<file path="src/common/uart_rx_pkg.sv">
package uart_rx_pkg;

    // widths with a meaning of their own
    typedef logic [2:0]  apb_addr_t;
    typedef logic [7:0]  data_t;
    typedef logic [13:0] bit_period_t;
    typedef logic [3:0]  data_size_t;
    typedef logic [3:0]  bit_index_t;

    // register map
    localparam apb_addr_t ADDR_STATUS        = 3'd0;
    localparam apb_addr_t ADDR_ERROR         = 3'd1;
    localparam apb_addr_t ADDR_BIT_PERIOD_LO = 3'd2;
    localparam apb_addr_t ADDR_BIT_PERIOD_HI = 3'd3;
    localparam apb_addr_t ADDR_DATA_SIZE     = 3'd4;
    localparam apb_addr_t ADDR_RX_DATA       = 3'd6;

    // values after reset
    localparam bit_period_t BIT_PERIOD_RESET = 14'd10;
    localparam data_size_t  DATA_SIZE_RESET  = 4'd8;

    // error register codes, framing reported first
    localparam data_t ERROR_CODE_FRAMING = 8'd1;
    localparam data_t ERROR_CODE_OVERRUN = 8'd2;

    // register block to receiver
    typedef struct packed {
        bit_period_t bit_period;
        data_size_t  data_size;
    } rx_config_t;

    // control machine to buffer, load is a one cycle strobe
    typedef struct packed {
        logic  load;
        data_t data;
        logic  framing_error;
    } rx_frame_t;

    // buffer back to register block
    typedef struct packed {
        data_t rx_data;
        logic  data_ready;
        logic  overrun_error;
        logic  framing_error;
    } rx_status_t;

    // receive FSM
    typedef enum logic [2:0] {
        idle,
        start_check,
        receive,
        stop_check,
        load_frame
    } rx_state_t;

endpackage

</file>
<file path="src/apb_slave/apb_slave.sv">
`timescale 1ns/1ns

module apb_slave (
    input  logic                    clk,
    input  logic                    n_rst,
    input  logic                    psel,
    input  logic                    penable,
    input  logic                    pwrite,
    input  uart_rx_pkg::apb_addr_t  paddr,
    input  uart_rx_pkg::data_t      pwdata,
    input  uart_rx_pkg::rx_status_t status,
    output uart_rx_pkg::data_t      prdata,
    output logic                    pslverr,
    output logic                    data_read,
    output uart_rx_pkg::rx_config_t config_out
);

    uart_rx_pkg::bit_period_t bit_period;
    uart_rx_pkg::bit_period_t next_bit_period;
    uart_rx_pkg::data_size_t  data_size;
    uart_rx_pkg::data_size_t  next_data_size;
    uart_rx_pkg::data_t       next_prdata;
    uart_rx_pkg::data_t       error_code;
    logic                     next_pslverr;
    logic                     next_data_read;
    logic                     setup;

    // decode only in the setup phase so each transfer acts once
    assign setup = psel && !penable;

    // framing outranks overrun
    always_comb begin
        if (status.framing_error) begin
            error_code = uart_rx_pkg::ERROR_CODE_FRAMING;
        end else if (status.overrun_error) begin
            error_code = uart_rx_pkg::ERROR_CODE_OVERRUN;
        end else begin
            error_code = '0;
        end
    end

    // configuration registers
    always_ff @(posedge clk, negedge n_rst) begin
        if (!n_rst) begin
            bit_period <= uart_rx_pkg::BIT_PERIOD_RESET;
            data_size  <= uart_rx_pkg::DATA_SIZE_RESET;
        end else begin
            bit_period <= next_bit_period;
            data_size  <= next_data_size;
        end
    end

    // bus side outputs, all valid in the access cycle
    always_ff @(posedge clk, negedge n_rst) begin
        if (!n_rst) begin
            prdata    <= '0;
            pslverr   <= 1'b0;
            data_read <= 1'b0;
        end else begin
            prdata    <= next_prdata;
            pslverr   <= next_pslverr;
            data_read <= next_data_read;
        end
    end

    always_comb begin
        next_bit_period = bit_period;
        next_data_size  = data_size;
        next_prdata     = prdata;
        next_pslverr    = 1'b0;
        next_data_read  = 1'b0;
        if (setup) begin
            case (paddr)
                uart_rx_pkg::ADDR_STATUS: begin
                    // read only
                    if (pwrite) begin
                        next_pslverr = 1'b1;
                    end else begin
                        next_prdata = {7'd0, status.data_ready};
                    end
                end
                uart_rx_pkg::ADDR_ERROR: begin
                    if (pwrite) begin
                        next_pslverr = 1'b1;
                    end else begin
                        next_prdata = error_code;
                    end
                end
                uart_rx_pkg::ADDR_BIT_PERIOD_LO: begin
                    if (pwrite) begin
                        next_bit_period[7:0] = pwdata;
                    end else begin
                        next_prdata = bit_period[7:0];
                    end
                end
                uart_rx_pkg::ADDR_BIT_PERIOD_HI: begin
                    // only 6 bits exist up here
                    if (pwrite) begin
                        next_bit_period[13:8] = pwdata[5:0];
                    end else begin
                        next_prdata = {2'b00, bit_period[13:8]};
                    end
                end
                uart_rx_pkg::ADDR_DATA_SIZE: begin
                    if (pwrite) begin
                        next_data_size = pwdata[3:0];
                    end else begin
                        next_prdata = {4'd0, data_size};
                    end
                end
                uart_rx_pkg::ADDR_RX_DATA: begin
                    // buffer clears its flags on the data_read pulse
                    if (pwrite) begin
                        next_pslverr = 1'b1;
                    end else begin
                        next_prdata    = status.rx_data;
                        next_data_read = 1'b1;
                    end
                end
                default: begin
                    // addresses 5 and 7 are silently ignored
                end
            endcase
        end
    end

    assign config_out.bit_period = bit_period;
    assign config_out.data_size  = data_size;

endmodule

</file>
<file path="src/uart_receiver/rx_timer.sv">
`timescale 1ns/1ns

module rx_timer (
    input  logic                      clk,
    input  logic                      n_rst,
    input  logic                      enable,
    input  uart_rx_pkg::bit_period_t  bit_period,
    output logic                      sample,
    output uart_rx_pkg::bit_index_t   bit_index
);

    uart_rx_pkg::bit_period_t period;
    uart_rx_pkg::bit_period_t count;

    // strobe when the count runs out, covers tiny periods too
    assign sample = enable && (count <= 14'd1);

    always_ff @(posedge clk, negedge n_rst) begin
        if (!n_rst) begin
            period    <= uart_rx_pkg::BIT_PERIOD_RESET;
            count     <= '0;
            bit_index <= '0;
        end else if (!enable) begin
            // between frames, pick up the period and arm for half a bit
            period    <= bit_period;
            count     <= bit_period >> 1;
            bit_index <= '0;
        end else if (sample) begin
            // full bit to the next mid point
            count     <= period;
            bit_index <= bit_index + 4'd1;
        end else begin
            count <= count - 14'd1;
        end
    end

endmodule

</file>
<file path="src/uart_receiver/rx_control.sv">
`timescale 1ns/1ns

module rx_control (
    input  logic                     clk,
    input  logic                     n_rst,
    input  logic                     serial_in,
    input  uart_rx_pkg::data_size_t  data_size,
    input  logic                     sample,
    input  uart_rx_pkg::bit_index_t  bit_index,
    output logic                     timer_enable,
    output logic                     sample_bit,
    output logic                     sample_write,
    output uart_rx_pkg::rx_frame_t   frame
);

    uart_rx_pkg::rx_state_t  state;
    uart_rx_pkg::rx_state_t  next_state;
    uart_rx_pkg::data_size_t size_q;
    logic                    sync_1;
    logic                    sync_2;
    logic                    line_prev;
    logic                    stop_low;
    logic                    falling;
    logic                    last_bit;

    // two flop synchronizer plus one more for edge detect
    always_ff @(posedge clk, negedge n_rst) begin
        if (!n_rst) begin
            sync_1    <= 1'b1;
            sync_2    <= 1'b1;
            line_prev <= 1'b1;
        end else begin
            sync_1    <= serial_in;
            sync_2    <= sync_1;
            line_prev <= sync_2;
        end
    end

    assign falling  = line_prev && !sync_2;
    // clamp so a bad size still ends the frame
    assign last_bit = (bit_index >= size_q) || (bit_index == 4'd8);

    always_ff @(posedge clk, negedge n_rst) begin
        if (!n_rst) begin
            state    <= uart_rx_pkg::idle;
            size_q   <= uart_rx_pkg::DATA_SIZE_RESET;
            stop_low <= 1'b0;
        end else begin
            state <= next_state;
            // size is frozen for the whole frame
            if (state == uart_rx_pkg::idle) begin
                size_q <= data_size;
            end
            if (state == uart_rx_pkg::stop_check && sample) begin
                stop_low <= !sync_2;
            end
        end
    end

    always_comb begin
        next_state = state;
        case (state)
            uart_rx_pkg::idle: begin
                if (falling) begin
                    next_state = uart_rx_pkg::start_check;
                end
            end
            uart_rx_pkg::start_check: begin
                // line back high mid start bit means a glitch
                if (sample) begin
                    next_state = sync_2 ? uart_rx_pkg::idle : uart_rx_pkg::receive;
                end
            end
            uart_rx_pkg::receive: begin
                if (sample && last_bit) begin
                    next_state = uart_rx_pkg::stop_check;
                end
            end
            uart_rx_pkg::stop_check: begin
                if (sample) begin
                    next_state = uart_rx_pkg::load_frame;
                end
            end
            default: begin
                next_state = uart_rx_pkg::idle;
            end
        endcase
    end

    assign timer_enable = (state == uart_rx_pkg::start_check) ||
                          (state == uart_rx_pkg::receive) ||
                          (state == uart_rx_pkg::stop_check);
    assign sample_bit   = sync_2;
    assign sample_write = (state == uart_rx_pkg::receive) && sample;

    // payload comes from the sample register, merged at the top
    assign frame.load          = (state == uart_rx_pkg::load_frame);
    assign frame.data          = '0;
    assign frame.framing_error = stop_low;

endmodule

</file>
<file path="src/uart_receiver/rx_sample_register.sv">
`timescale 1ns/1ns

module rx_sample_register (
    input  logic                     clk,
    input  logic                     n_rst,
    input  logic                     sample_write,
    input  logic                     sample_bit,
    input  uart_rx_pkg::bit_index_t  bit_index,
    input  logic                     clear,
    output uart_rx_pkg::data_t       data
);

    always_ff @(posedge clk, negedge n_rst) begin
        if (!n_rst) begin
            data <= '0;
        end else if (clear) begin
            // upper bits must read zero on short characters
            data <= '0;
        end else if (sample_write) begin
            // index 0 is the start bit, data lands lsb first
            for (int i = 0; i < 8; i++) begin
                if (bit_index == 4'(i + 1)) begin
                    data[i] <= sample_bit;
                end
            end
        end
    end

endmodule

</file>
<file path="src/rtl/rx_buffer.sv">
`timescale 1ns/1ns

module rx_buffer (
    input  logic                    clk,
    input  logic                    n_rst,
    input  uart_rx_pkg::rx_frame_t  frame,
    input  logic                    data_read,
    output uart_rx_pkg::rx_status_t status
);

    always_ff @(posedge clk, negedge n_rst) begin
        if (!n_rst) begin
            status <= '0;
        end else if (frame.load) begin
            // new character always wins over a read in the same cycle
            status.rx_data       <= frame.data;
            status.data_ready    <= 1'b1;
            // overrun only if the old character was never picked up
            status.overrun_error <= status.data_ready && !data_read;
            status.framing_error <= frame.framing_error;
        end else if (data_read) begin
            // character stays readable, flags go
            status.data_ready    <= 1'b0;
            status.overrun_error <= 1'b0;
            status.framing_error <= 1'b0;
        end
    end

endmodule

</file>
<file path="src/rtl/apb_uart_rx.sv">
`timescale 1ns/1ns

module apb_uart_rx (
    input  logic                   clk,
    input  logic                   n_rst,
    input  logic                   psel,
    input  uart_rx_pkg::apb_addr_t paddr,
    input  logic                   penable,
    input  logic                   pwrite,
    input  uart_rx_pkg::data_t     pwdata,
    output uart_rx_pkg::data_t     prdata,
    output logic                   pslverr,
    input  logic                   serial_in
);

    uart_rx_pkg::rx_config_t rx_config;
    uart_rx_pkg::rx_status_t rx_status;
    uart_rx_pkg::rx_frame_t  ctrl_frame;
    uart_rx_pkg::rx_frame_t  buffer_frame;
    uart_rx_pkg::bit_index_t bit_index;
    uart_rx_pkg::data_t      sample_data;
    logic                    data_read;
    logic                    timer_enable;
    logic                    sample;
    logic                    sample_bit;
    logic                    sample_write;

    apb_slave apb_slave0 (
        .clk        (clk),
        .n_rst      (n_rst),
        .psel       (psel),
        .penable    (penable),
        .pwrite     (pwrite),
        .paddr      (paddr),
        .pwdata     (pwdata),
        .status     (rx_status),
        .prdata     (prdata),
        .pslverr    (pslverr),
        .data_read  (data_read),
        .config_out (rx_config)
    );

    rx_timer rx_timer0 (
        .clk        (clk),
        .n_rst      (n_rst),
        .enable     (timer_enable),
        .bit_period (rx_config.bit_period),
        .sample     (sample),
        .bit_index  (bit_index)
    );

    rx_control rx_control0 (
        .clk          (clk),
        .n_rst        (n_rst),
        .serial_in    (serial_in),
        .data_size    (rx_config.data_size),
        .sample       (sample),
        .bit_index    (bit_index),
        .timer_enable (timer_enable),
        .sample_bit   (sample_bit),
        .sample_write (sample_write),
        .frame        (ctrl_frame)
    );

    // emptied on each handoff so the next frame starts from zero
    rx_sample_register rx_sample_register0 (
        .clk          (clk),
        .n_rst        (n_rst),
        .sample_write (sample_write),
        .sample_bit   (sample_bit),
        .bit_index    (bit_index),
        .clear        (ctrl_frame.load),
        .data         (sample_data)
    );

    // strobe and stop flag from control, character from the sample register
    assign buffer_frame.load          = ctrl_frame.load;
    assign buffer_frame.data          = sample_data;
    assign buffer_frame.framing_error = ctrl_frame.framing_error;

    rx_buffer rx_buffer0 (
        .clk       (clk),
        .n_rst     (n_rst),
        .frame     (buffer_frame),
        .data_read (data_read),
        .status    (rx_status)
    );

endmodule

</file>
<file path="config.mk">
export PLATFORM = sky130hd
export DESIGN_NAME = apb_uart_rx
export DESIGN_NICKNAME = d
export VERILOG_FILES = /design/src/common/uart_rx_pkg.sv /design/src/apb_slave/apb_slave.sv /design/src/uart_receiver/rx_timer.sv /design/src/uart_receiver/rx_control.sv /design/src/uart_receiver/rx_sample_register.sv /design/src/rtl/rx_buffer.sv /design/src/rtl/apb_uart_rx.sv
export SDC_FILE = /design/constraint.sdc
export NUM_CORES = 1
export LEC_CHECK = 0
export BUFFER_PORTS_ARGS = -buffer_cell sky130_fd_sc_hd__buf_2
export CAP_MARGIN = 15
export CORE_ASPECT_RATIO = 2
export CORE_MARGIN = 4
export CORE_UTILIZATION = 45
export DETAILED_ROUTE_END_ITERATION = 16
export GPL_TIMING_DRIVEN = 0
export PLACE_DENSITY = 0.63
export SLEW_MARGIN = 40
export SYNTH_ARGS = -nofsm -noshare
export SYNTH_HDL_FRONTEND = slang
export SYNTH_SLANG_ARGS = --single-unit
</file>
<file path="constraint.sdc">
create_clock -name clk -period 4.1 [get_ports clk]
set_input_delay 0.205 -clock clk [delete_from_list [all_inputs] [get_ports clk]]
set_output_delay 0.205 -clock clk [all_outputs]
set_load 0.03 [all_outputs]
</file>
After elaboration in Yosys (flattened, before gate mapping)
Index checks and enable logic that the tools add are counted.
{ "totals": {"wordCells": 136, "input_bits": 17, "output_inout_bits": 9, "reg_bits": 90} }
{ "op_classes": {"n_reduce_logical": 40, "n_addsub": 2, "magnitude_cmp": 2, "n_mux": 37, "eq_ne": 28} }
{ "ops": {"columns": ["operator", "n"], "rows": [
  ["two-way mux 8 bit", 8],
  ["case mux 8 bit (6 select lines)", 1],
  ["two-way mux 14 bit", 2],
  ["nonzero test 2 bit", 10],
  ["two-way mux 3 bit", 6],
  ["== test 4 x 3 -> 1 bit (second input constant)", 4],
  ["AND reduction 2 bit", 8],
  ["less-or-equal comparator 14 x 1 -> 1 bit (second input constant)", 1],
  ["two-way mux 1 bit", 14],
  ["subtractor 14 x 1 -> 14 bit (second input constant)", 1],
  ["== test 3 x 2 -> 1 bit (second input constant)", 4],
  ["inequality test 2 bit (second input constant)", 6],
  ["case mux 3 bit (4 select lines)", 1],
  ["inequality test 2 x 1 -> 1 bit (second input constant)", 5],
  ["== test 3 bit (second input constant)", 3],
  ["AND reduction 3 bit", 3],
  ["== test 4 x 2 -> 1 bit (second input constant)", 2],
  ["two-way mux 4 bit", 2],
  ["AND reduction 8 bit", 1],
  ["logical AND 1 bit", 7],
  ["== test 3 x 1 -> 1 bit (second input constant)", 2],
  ["zero test 3 bit", 2],
  ["two-way mux 2 bit", 3],
  ["nonzero test 6 bit", 1],
  ["other kinds (8)", 12]
]} }

Longest topological paths before layout
{ "depth": {"ltp_word": 7, "depth_mapped": 9, "depth_no_buf": 7} }

Hierarchy
From an unflattened synthesis, not the netlist that was laid out.
{ "hier_totals": {"hier_cells": 428, "area_unflattened_um2": 4548.1} }
{ "modules_own_cells": {"columns": ["mod", "seq_area_each_um2", "instances", "area_per_inst_um2", "cells_each"], "rows": [
  ["rx_timer", 803.3, 1, 1706.6, 188],
  ["apb_slave", 704.4, 1, 1366.3, 115],
  ["rx_control", 280.3, 1, 605.6, 60],
  ["rx_buffer", 275.3, 1, 440.4, 26],
  ["rx_sample_register", 200.2, 1, 429.2, 39]
]} }

Worst setup path after synthesis
Ideal clock, no wire load.
{ "synth_timing": {"kind": "register -> register", "startpoint": "register rx_timer0.count[5]", "endpoint": "register rx_sample_register0.data[0]", "arrival_time_ps": 2045, "stages_incl_launch_ff": 8, "required_ps": 3977, "setup_time_ps": 123, "n_path_buf": 2, "setup_slack_ps": 1932, "period_less_slack_ps": 2168, "path_cell_list": "dfrtp_1 > or4_1 > buf_2 > or2_1 > buf_6 > or4_1 > nand3_1 > o21ai_1"} }
{ "synth_via": {"elab_chain_len": 5} }
{ "synth_rtl": {"columns": ["element", "line_no", "text"], "rows": [
  ["start: declaration", "rx_timer.sv:13", "uart_rx_pkg::bit_period_t count;"],
  ["start signal: assignment", "rx_timer.sv:26", "count <= bit_period >> 1;"],
  ["start signal: assignment", "rx_timer.sv:30", "count <= period;"],
  ["start signal: assignment", "rx_timer.sv:33", "count <= count - 14'd1;"],
  ["less-or-equal comparator 14 x 1 -> 1 bit", "rx_timer.sv:16", "assign sample = enable && (count <= 14'd1);"],
  ["logical AND 1 bit", "rx_timer.sv:16", null],
  ["logical AND 1 bit", "rx_control.sv:94", "assign sample_write = (state == uart_rx_pkg::receive) && sample;"],
  ["nonzero test 2 bit (no source line)", null, null],
  ["AND reduction 2 bit (no source line)", null, null],
  ["end signal: indexed assignment", "rx_sample_register.sv:23", "data[i] <= sample_bit;"],
  ["end: declaration", "rx_sample_register.sv:10", "output uart_rx_pkg::data_t data"]
]} }
Every way passes these cells.
A chain may end at the register's enable or synchronous reset.

Worst setup path after layout
{ "layout_timing": {"startpoint": "register rx_timer0.count[0]", "endpoint": "register rx_timer0.count[7]"} }
{ "layout_via": {"elab_chain_len": 4, "word_cells_on_any_way": 5, "cone_classes": "add/sub (1); order compare (1); mux (2); reduce/logical (1)"} }
{ "layout_rtl": {"columns": ["element", "line_no", "text"], "rows": [
  ["less-or-equal comparator 14 x 1 -> 1 bit", "rx_timer.sv:16", null],
  ["logical AND 1 bit", "rx_timer.sv:16", null],
  ["two-way mux 14 bit (*)", "rx_timer.sv:28", "end else if (sample) begin"],
  ["two-way mux 14 bit (*)", "rx_timer.sv:23", "end else if (!enable) begin"]
]} }
Every way passes the cells marked *; elsewhere a longest branch is shown, timed or not.

==> impl_metrics.yaml <==
placement:
  placedCellCount: 565
  place_congestion: 0.807
  io_buffer_count: 25
  post-dp-hpwl_um: 7850
worst_hold_path:
  holdCritStartpoint: "pwrite"
  holdCritPathClass: "in -> reg"
  worstHoldPathCells: 2
  hold_crit_endpoint: "apb_slave0.data_read$_DFF_PN0_"
clock_network:
  clock_tree.buffer_depth: 2
  clk_transition_reported_paths_ps: 70
  cts_made_buffers: 9
  clock_insertion_delay_worst_skew_ps: 340
  cts_resized: 0
  cts_max_level: 3
  cts_root_buffer: "sky130_fd_sc_hd__clkbuf_16"
  tritoncts_clock_tree: "yes"
  numClockSinks: 90
floorplan:
  dieArea_mm2: 0.0111
  effective_utilization_at_floorplan_pct: 46.7
  io-pin-count: 26
  floorplan.rows: 49
  die_h_um: 145
  die_w_um: 76.6
  core_region_area_mm2: 0.00907
worst_setup_path:
  worst_setup_path_start_kind: "flip-flop"
  timing.reg2reg.worst_path_depth: 9
  critPathTopFamily: "simple AND/OR/NAND/NOR gates"
  timing.rr.start: "rx_timer0.count[0]$_DFF_PN0_"
  arrival_ps: 2920
  timing.critical_path.cells: "inv_1 > ha_1 > or2_2 > and3_1 > clkbuf_1 > nand2_1 > clkbuf_1 > nand2_1 > o221ai_1"
  crit_cells: 9
  cp_slowest_cell: "sky130_fd_sc_hd__clkbuf_1"
  r2r_slack_ps: 1430
  crit_path_max_incr_delay_ps: 460
  cp.required_ps: 4350
  worstSetupEndpointType: "flip-flop"
  critical_path_buf_inv_count: 3
  path_class: "reg -> reg"
  worst-path-max-fanout: 10
  worst_r2r_endpoint: "rx_timer0.count[7]$_DFF_PN0_"
yosys:
  synth_nets: 464
  synth_area_mm2: 0.00424
  synth_enable_flop_cells: 0
  synth_top_family_by_area: "simple AND/OR/NAND/NOR gates"
  synthesis.instances: 437
  synth_xor_xnor_area_share_pct: 2.27
  asyncSetResetFlopFracSynth_pct: 100
  syn_area_per_cell_um2: 9.70
  synth_compound_area_share_pct: 10.2
  ys_ff_latch: 90
  synth.lib_cells_used.distinct: 45
  post_synth_and_or_nand_nor_area_fraction_pct: 19.7
  post_synth_mux_area_share_pct: 8.35
  post_synth_fa_ha_maj_area_fraction_pct: 2.95
  yosysWarnings: 0
  dominantRegCellSynth: "sky130_fd_sc_hd__dfrtp_1"
  seq_area_frac_synth_pct: 53.4
finish:
  post_layout_nonfiller_instances: 583
  finalCoreUtilization_pct: 53.5
  num-fill-cells: 868
  nNetsFinal: 503
  antenna-diode-count: 0
  area_growth_pct: 14.6
  post_route_cells_drive_above_1_share_pct: 16.8
sta:
  timing.final.hold_violations: 0
  fin_setup_tns_ps: 0
  timing.fmax_ghz: 0.375
  clock_skew_ps: 9.01
  final_max_slew_viol_count: 0
  min_period_ps: 2670
  fin_worst_hold_slack_ps: 84.2
  slew_headroom_pct: 53.6
  layout_worst_path_cycle_share_pct: 65.1
  tightestPinTransition_ps: 697
  grt_setup_unrepaired: "false"
  setup_viol: 0
drt:
  dr.pass1.iters: 4
  detail_route.vias_per_cell: 5.62
  route.antenna.remaining_nets: 0
  initialDrtViolationCount: 135
  drt_wl_total_um: 10400
  drc_errors: 0
  vias: 3279
  wire_per_inst_um: 17.9
pwr:
  p_per_area_mw_per_mm2: 593
  power_frac_comb_pct: 27.4
  power.internal_w: 0.00189
  leakagePower_nw: 2.30
  power.clock.fraction_pct: 29.1
  power.switching_w: 0.000988
  ir_drop_mv: 0.342
  power.share.switching_pct: 34.3
  seq_power_share_pct: 43.4
run_status:
  status: "complete, no violations"
global_route:
  first_global_vias: 3489
  grt_start_max_net_pins: 60
  global_route_wire_length_before_repair_um: 17300
  grt.overflow.total: 0
  grt.total_usage_pct: 20.0
  grt_antenna_before_repair: 0
run:
  cap_violations: 0
registers in the layout (all words and copies together), names as in the netlist, 3 cells and up:
register,count
rx_timer0.count,14
rx_control0.state,3
rx_control0.size_q,4
rx_buffer0.status,11
rx_timer0.period,14
apb_slave0.data_size,4
apb_slave0.bit_period,14
apb_slave0.prdata,8
rx_timer0.bit_index,4
rx_sample_register0.data,8
worst max-delay path by stage:
| stage | startpoint | endpoint | slack, ps |
|---|---|---|---|
| final | rx_timer0.count[0]$_DFF_PN0_ | rx_timer0.count[7]$_DFF_PN0_ | 1430 |
| after global routing | rx_timer0.count[0]$_DFF_PN0_ | rx_timer0.count[7]$_DFF_PN0_ | 1280 |
| after CTS | rx_timer0.count[0]$_DFF_PN0_ | rx_timer0.count[7]$_DFF_PN0_ | 1430 |
| after detailed placement | rx_timer0.count[0]$_DFF_PN0_ | rx_timer0.count[7]$_DFF_PN0_ | 1450 |
| after global placement | rx_timer0.count[0]$_DFF_PN0_ | rx_timer0.count[7]$_DFF_PN0_ | 1480 |
| after floorplan | rx_timer0.count[5]$_DFF_PN0_ | rx_sample_register0.data[0]$_DFFE_PN0P_ | 1930 |
power groups by stage:
stage | registers [W] | clock network [W] | logic [W]
floorplan | 0.00123 | 0 | 0.000569
global placement | 0.00126 | 0 | 0.000763
detailed placement | 0.00127 | 0 | 0.000789
CTS | 0.00125 | 0.000849 | 0.000800
global route | 0.00127 | 0.000891 | 0.000897
finish | 0.00125 | 0.000839 | 0.000790
per-layer routing:
| layer | vias to the layer above | part of all wire, % | track usage (%) |
|---|---|---|---|
| met4 | 0 | 4.0 | 10.2 |
| met2 | 60 | 56 | 37.3 |
| met1 | 1615 | 38 | 21.4 |
| li1 | 1580 | - | - |
| met3 | 24 | 1.8 | 2.98 |
| met5 | - | 0 | 0 |
cell type report:
type / count / area (µm²) / area share (%)
clock inverter: 6 / 66.3 / 1.37
buffer: 19 / 81.3 / 1.67
tap: 102 / 128 / 2.63
sequential: 90 / 2260 / 46.6
inverter: 13 / 48.8 / 1.00
timing repair buffer: 28 / 179 / 3.68
clock buffer: 10 / 239 / 4.92
multi-input combinational: 315 / 1850 / 38.1
cells in the final DEF (no fill, tap or decap), types with 10 or more instances in the layout:
cell | synthesis | routed
sky130_fd_sc_hd__inv_1 | 13 | 13
sky130_fd_sc_hd__mux2_2 | 19 | 19
sky130_fd_sc_hd__a21oi_1 | 25 | 25
sky130_fd_sc_hd__o21ai_0 | 31 | 31
sky130_fd_sc_hd__clkbuf_1 | 15 | 15
sky130_fd_sc_hd__nand2_1 | 101 | 101
sky130_fd_sc_hd__dfrtp_1 | 81 | 81
sky130_fd_sc_hd__nor2_1 | 25 | 25
sky130_fd_sc_hd__buf_2 | 2 | 26
sky130_fd_sc_hd__xnor2_1 | 10 | 10
sky130_fd_sc_hd__nor3_1 | 12 | 11
sky130_fd_sc_hd__ha_1 | 10 | 10
sky130_fd_sc_hd__mux2i_1 | 14 | 14
through the flow:
stage	setup slack (ps)	power (W)	area, µm²
3_5_place_dp	1450	0.00206	4530
5_1_grt	1280	0.00306	4860
4_1_cts	1430	0.00290	4860
2_1_floorplan	1930	0.00180	4240
3_3_place_gp	1480	0.00202	4490
6_report	1430	0.00288	4860
logic make-up (layout without fill, tap and decap cells):
group,after synthesis,count (layout)
AO/OA/AOI/OAI,76,76
XOR/XNOR,11,11
adder cells (fa/ha/maj),10,10
buffers and inverters,32,76
flip-flops,90,90
multiplexers,33,33
AND/OR/NAND/NOR,185,185
timing repair:
| action | CTS | global route |
|---|---|---|
| hold endpoints to repair | 28 | 0 |
| hold buffers | 2 | 0 |
| setup buffers | 0 | 0 |
cells in the mapped netlist (10+ instances only):
library cell               number  area, µm²
sky130_fd_sc_hd__nor3_1        12       60.1
sky130_fd_sc_hd__inv_1         13       48.8
sky130_fd_sc_hd__nand2_1      101        379
sky130_fd_sc_hd__mux2_2        19        214
sky130_fd_sc_hd__xnor2_1       10       87.6
sky130_fd_sc_hd__mux2i_1       14        140
sky130_fd_sc_hd__o21ai_0       31        155
sky130_fd_sc_hd__nor2_1        25       93.8
sky130_fd_sc_hd__ha_1          10        125
sky130_fd_sc_hd__a21oi_1       25        125
sky130_fd_sc_hd__clkbuf_1      15       56.3
sky130_fd_sc_hd__dfrtp_1       81       2030
(Power assumes the default switching activity.)
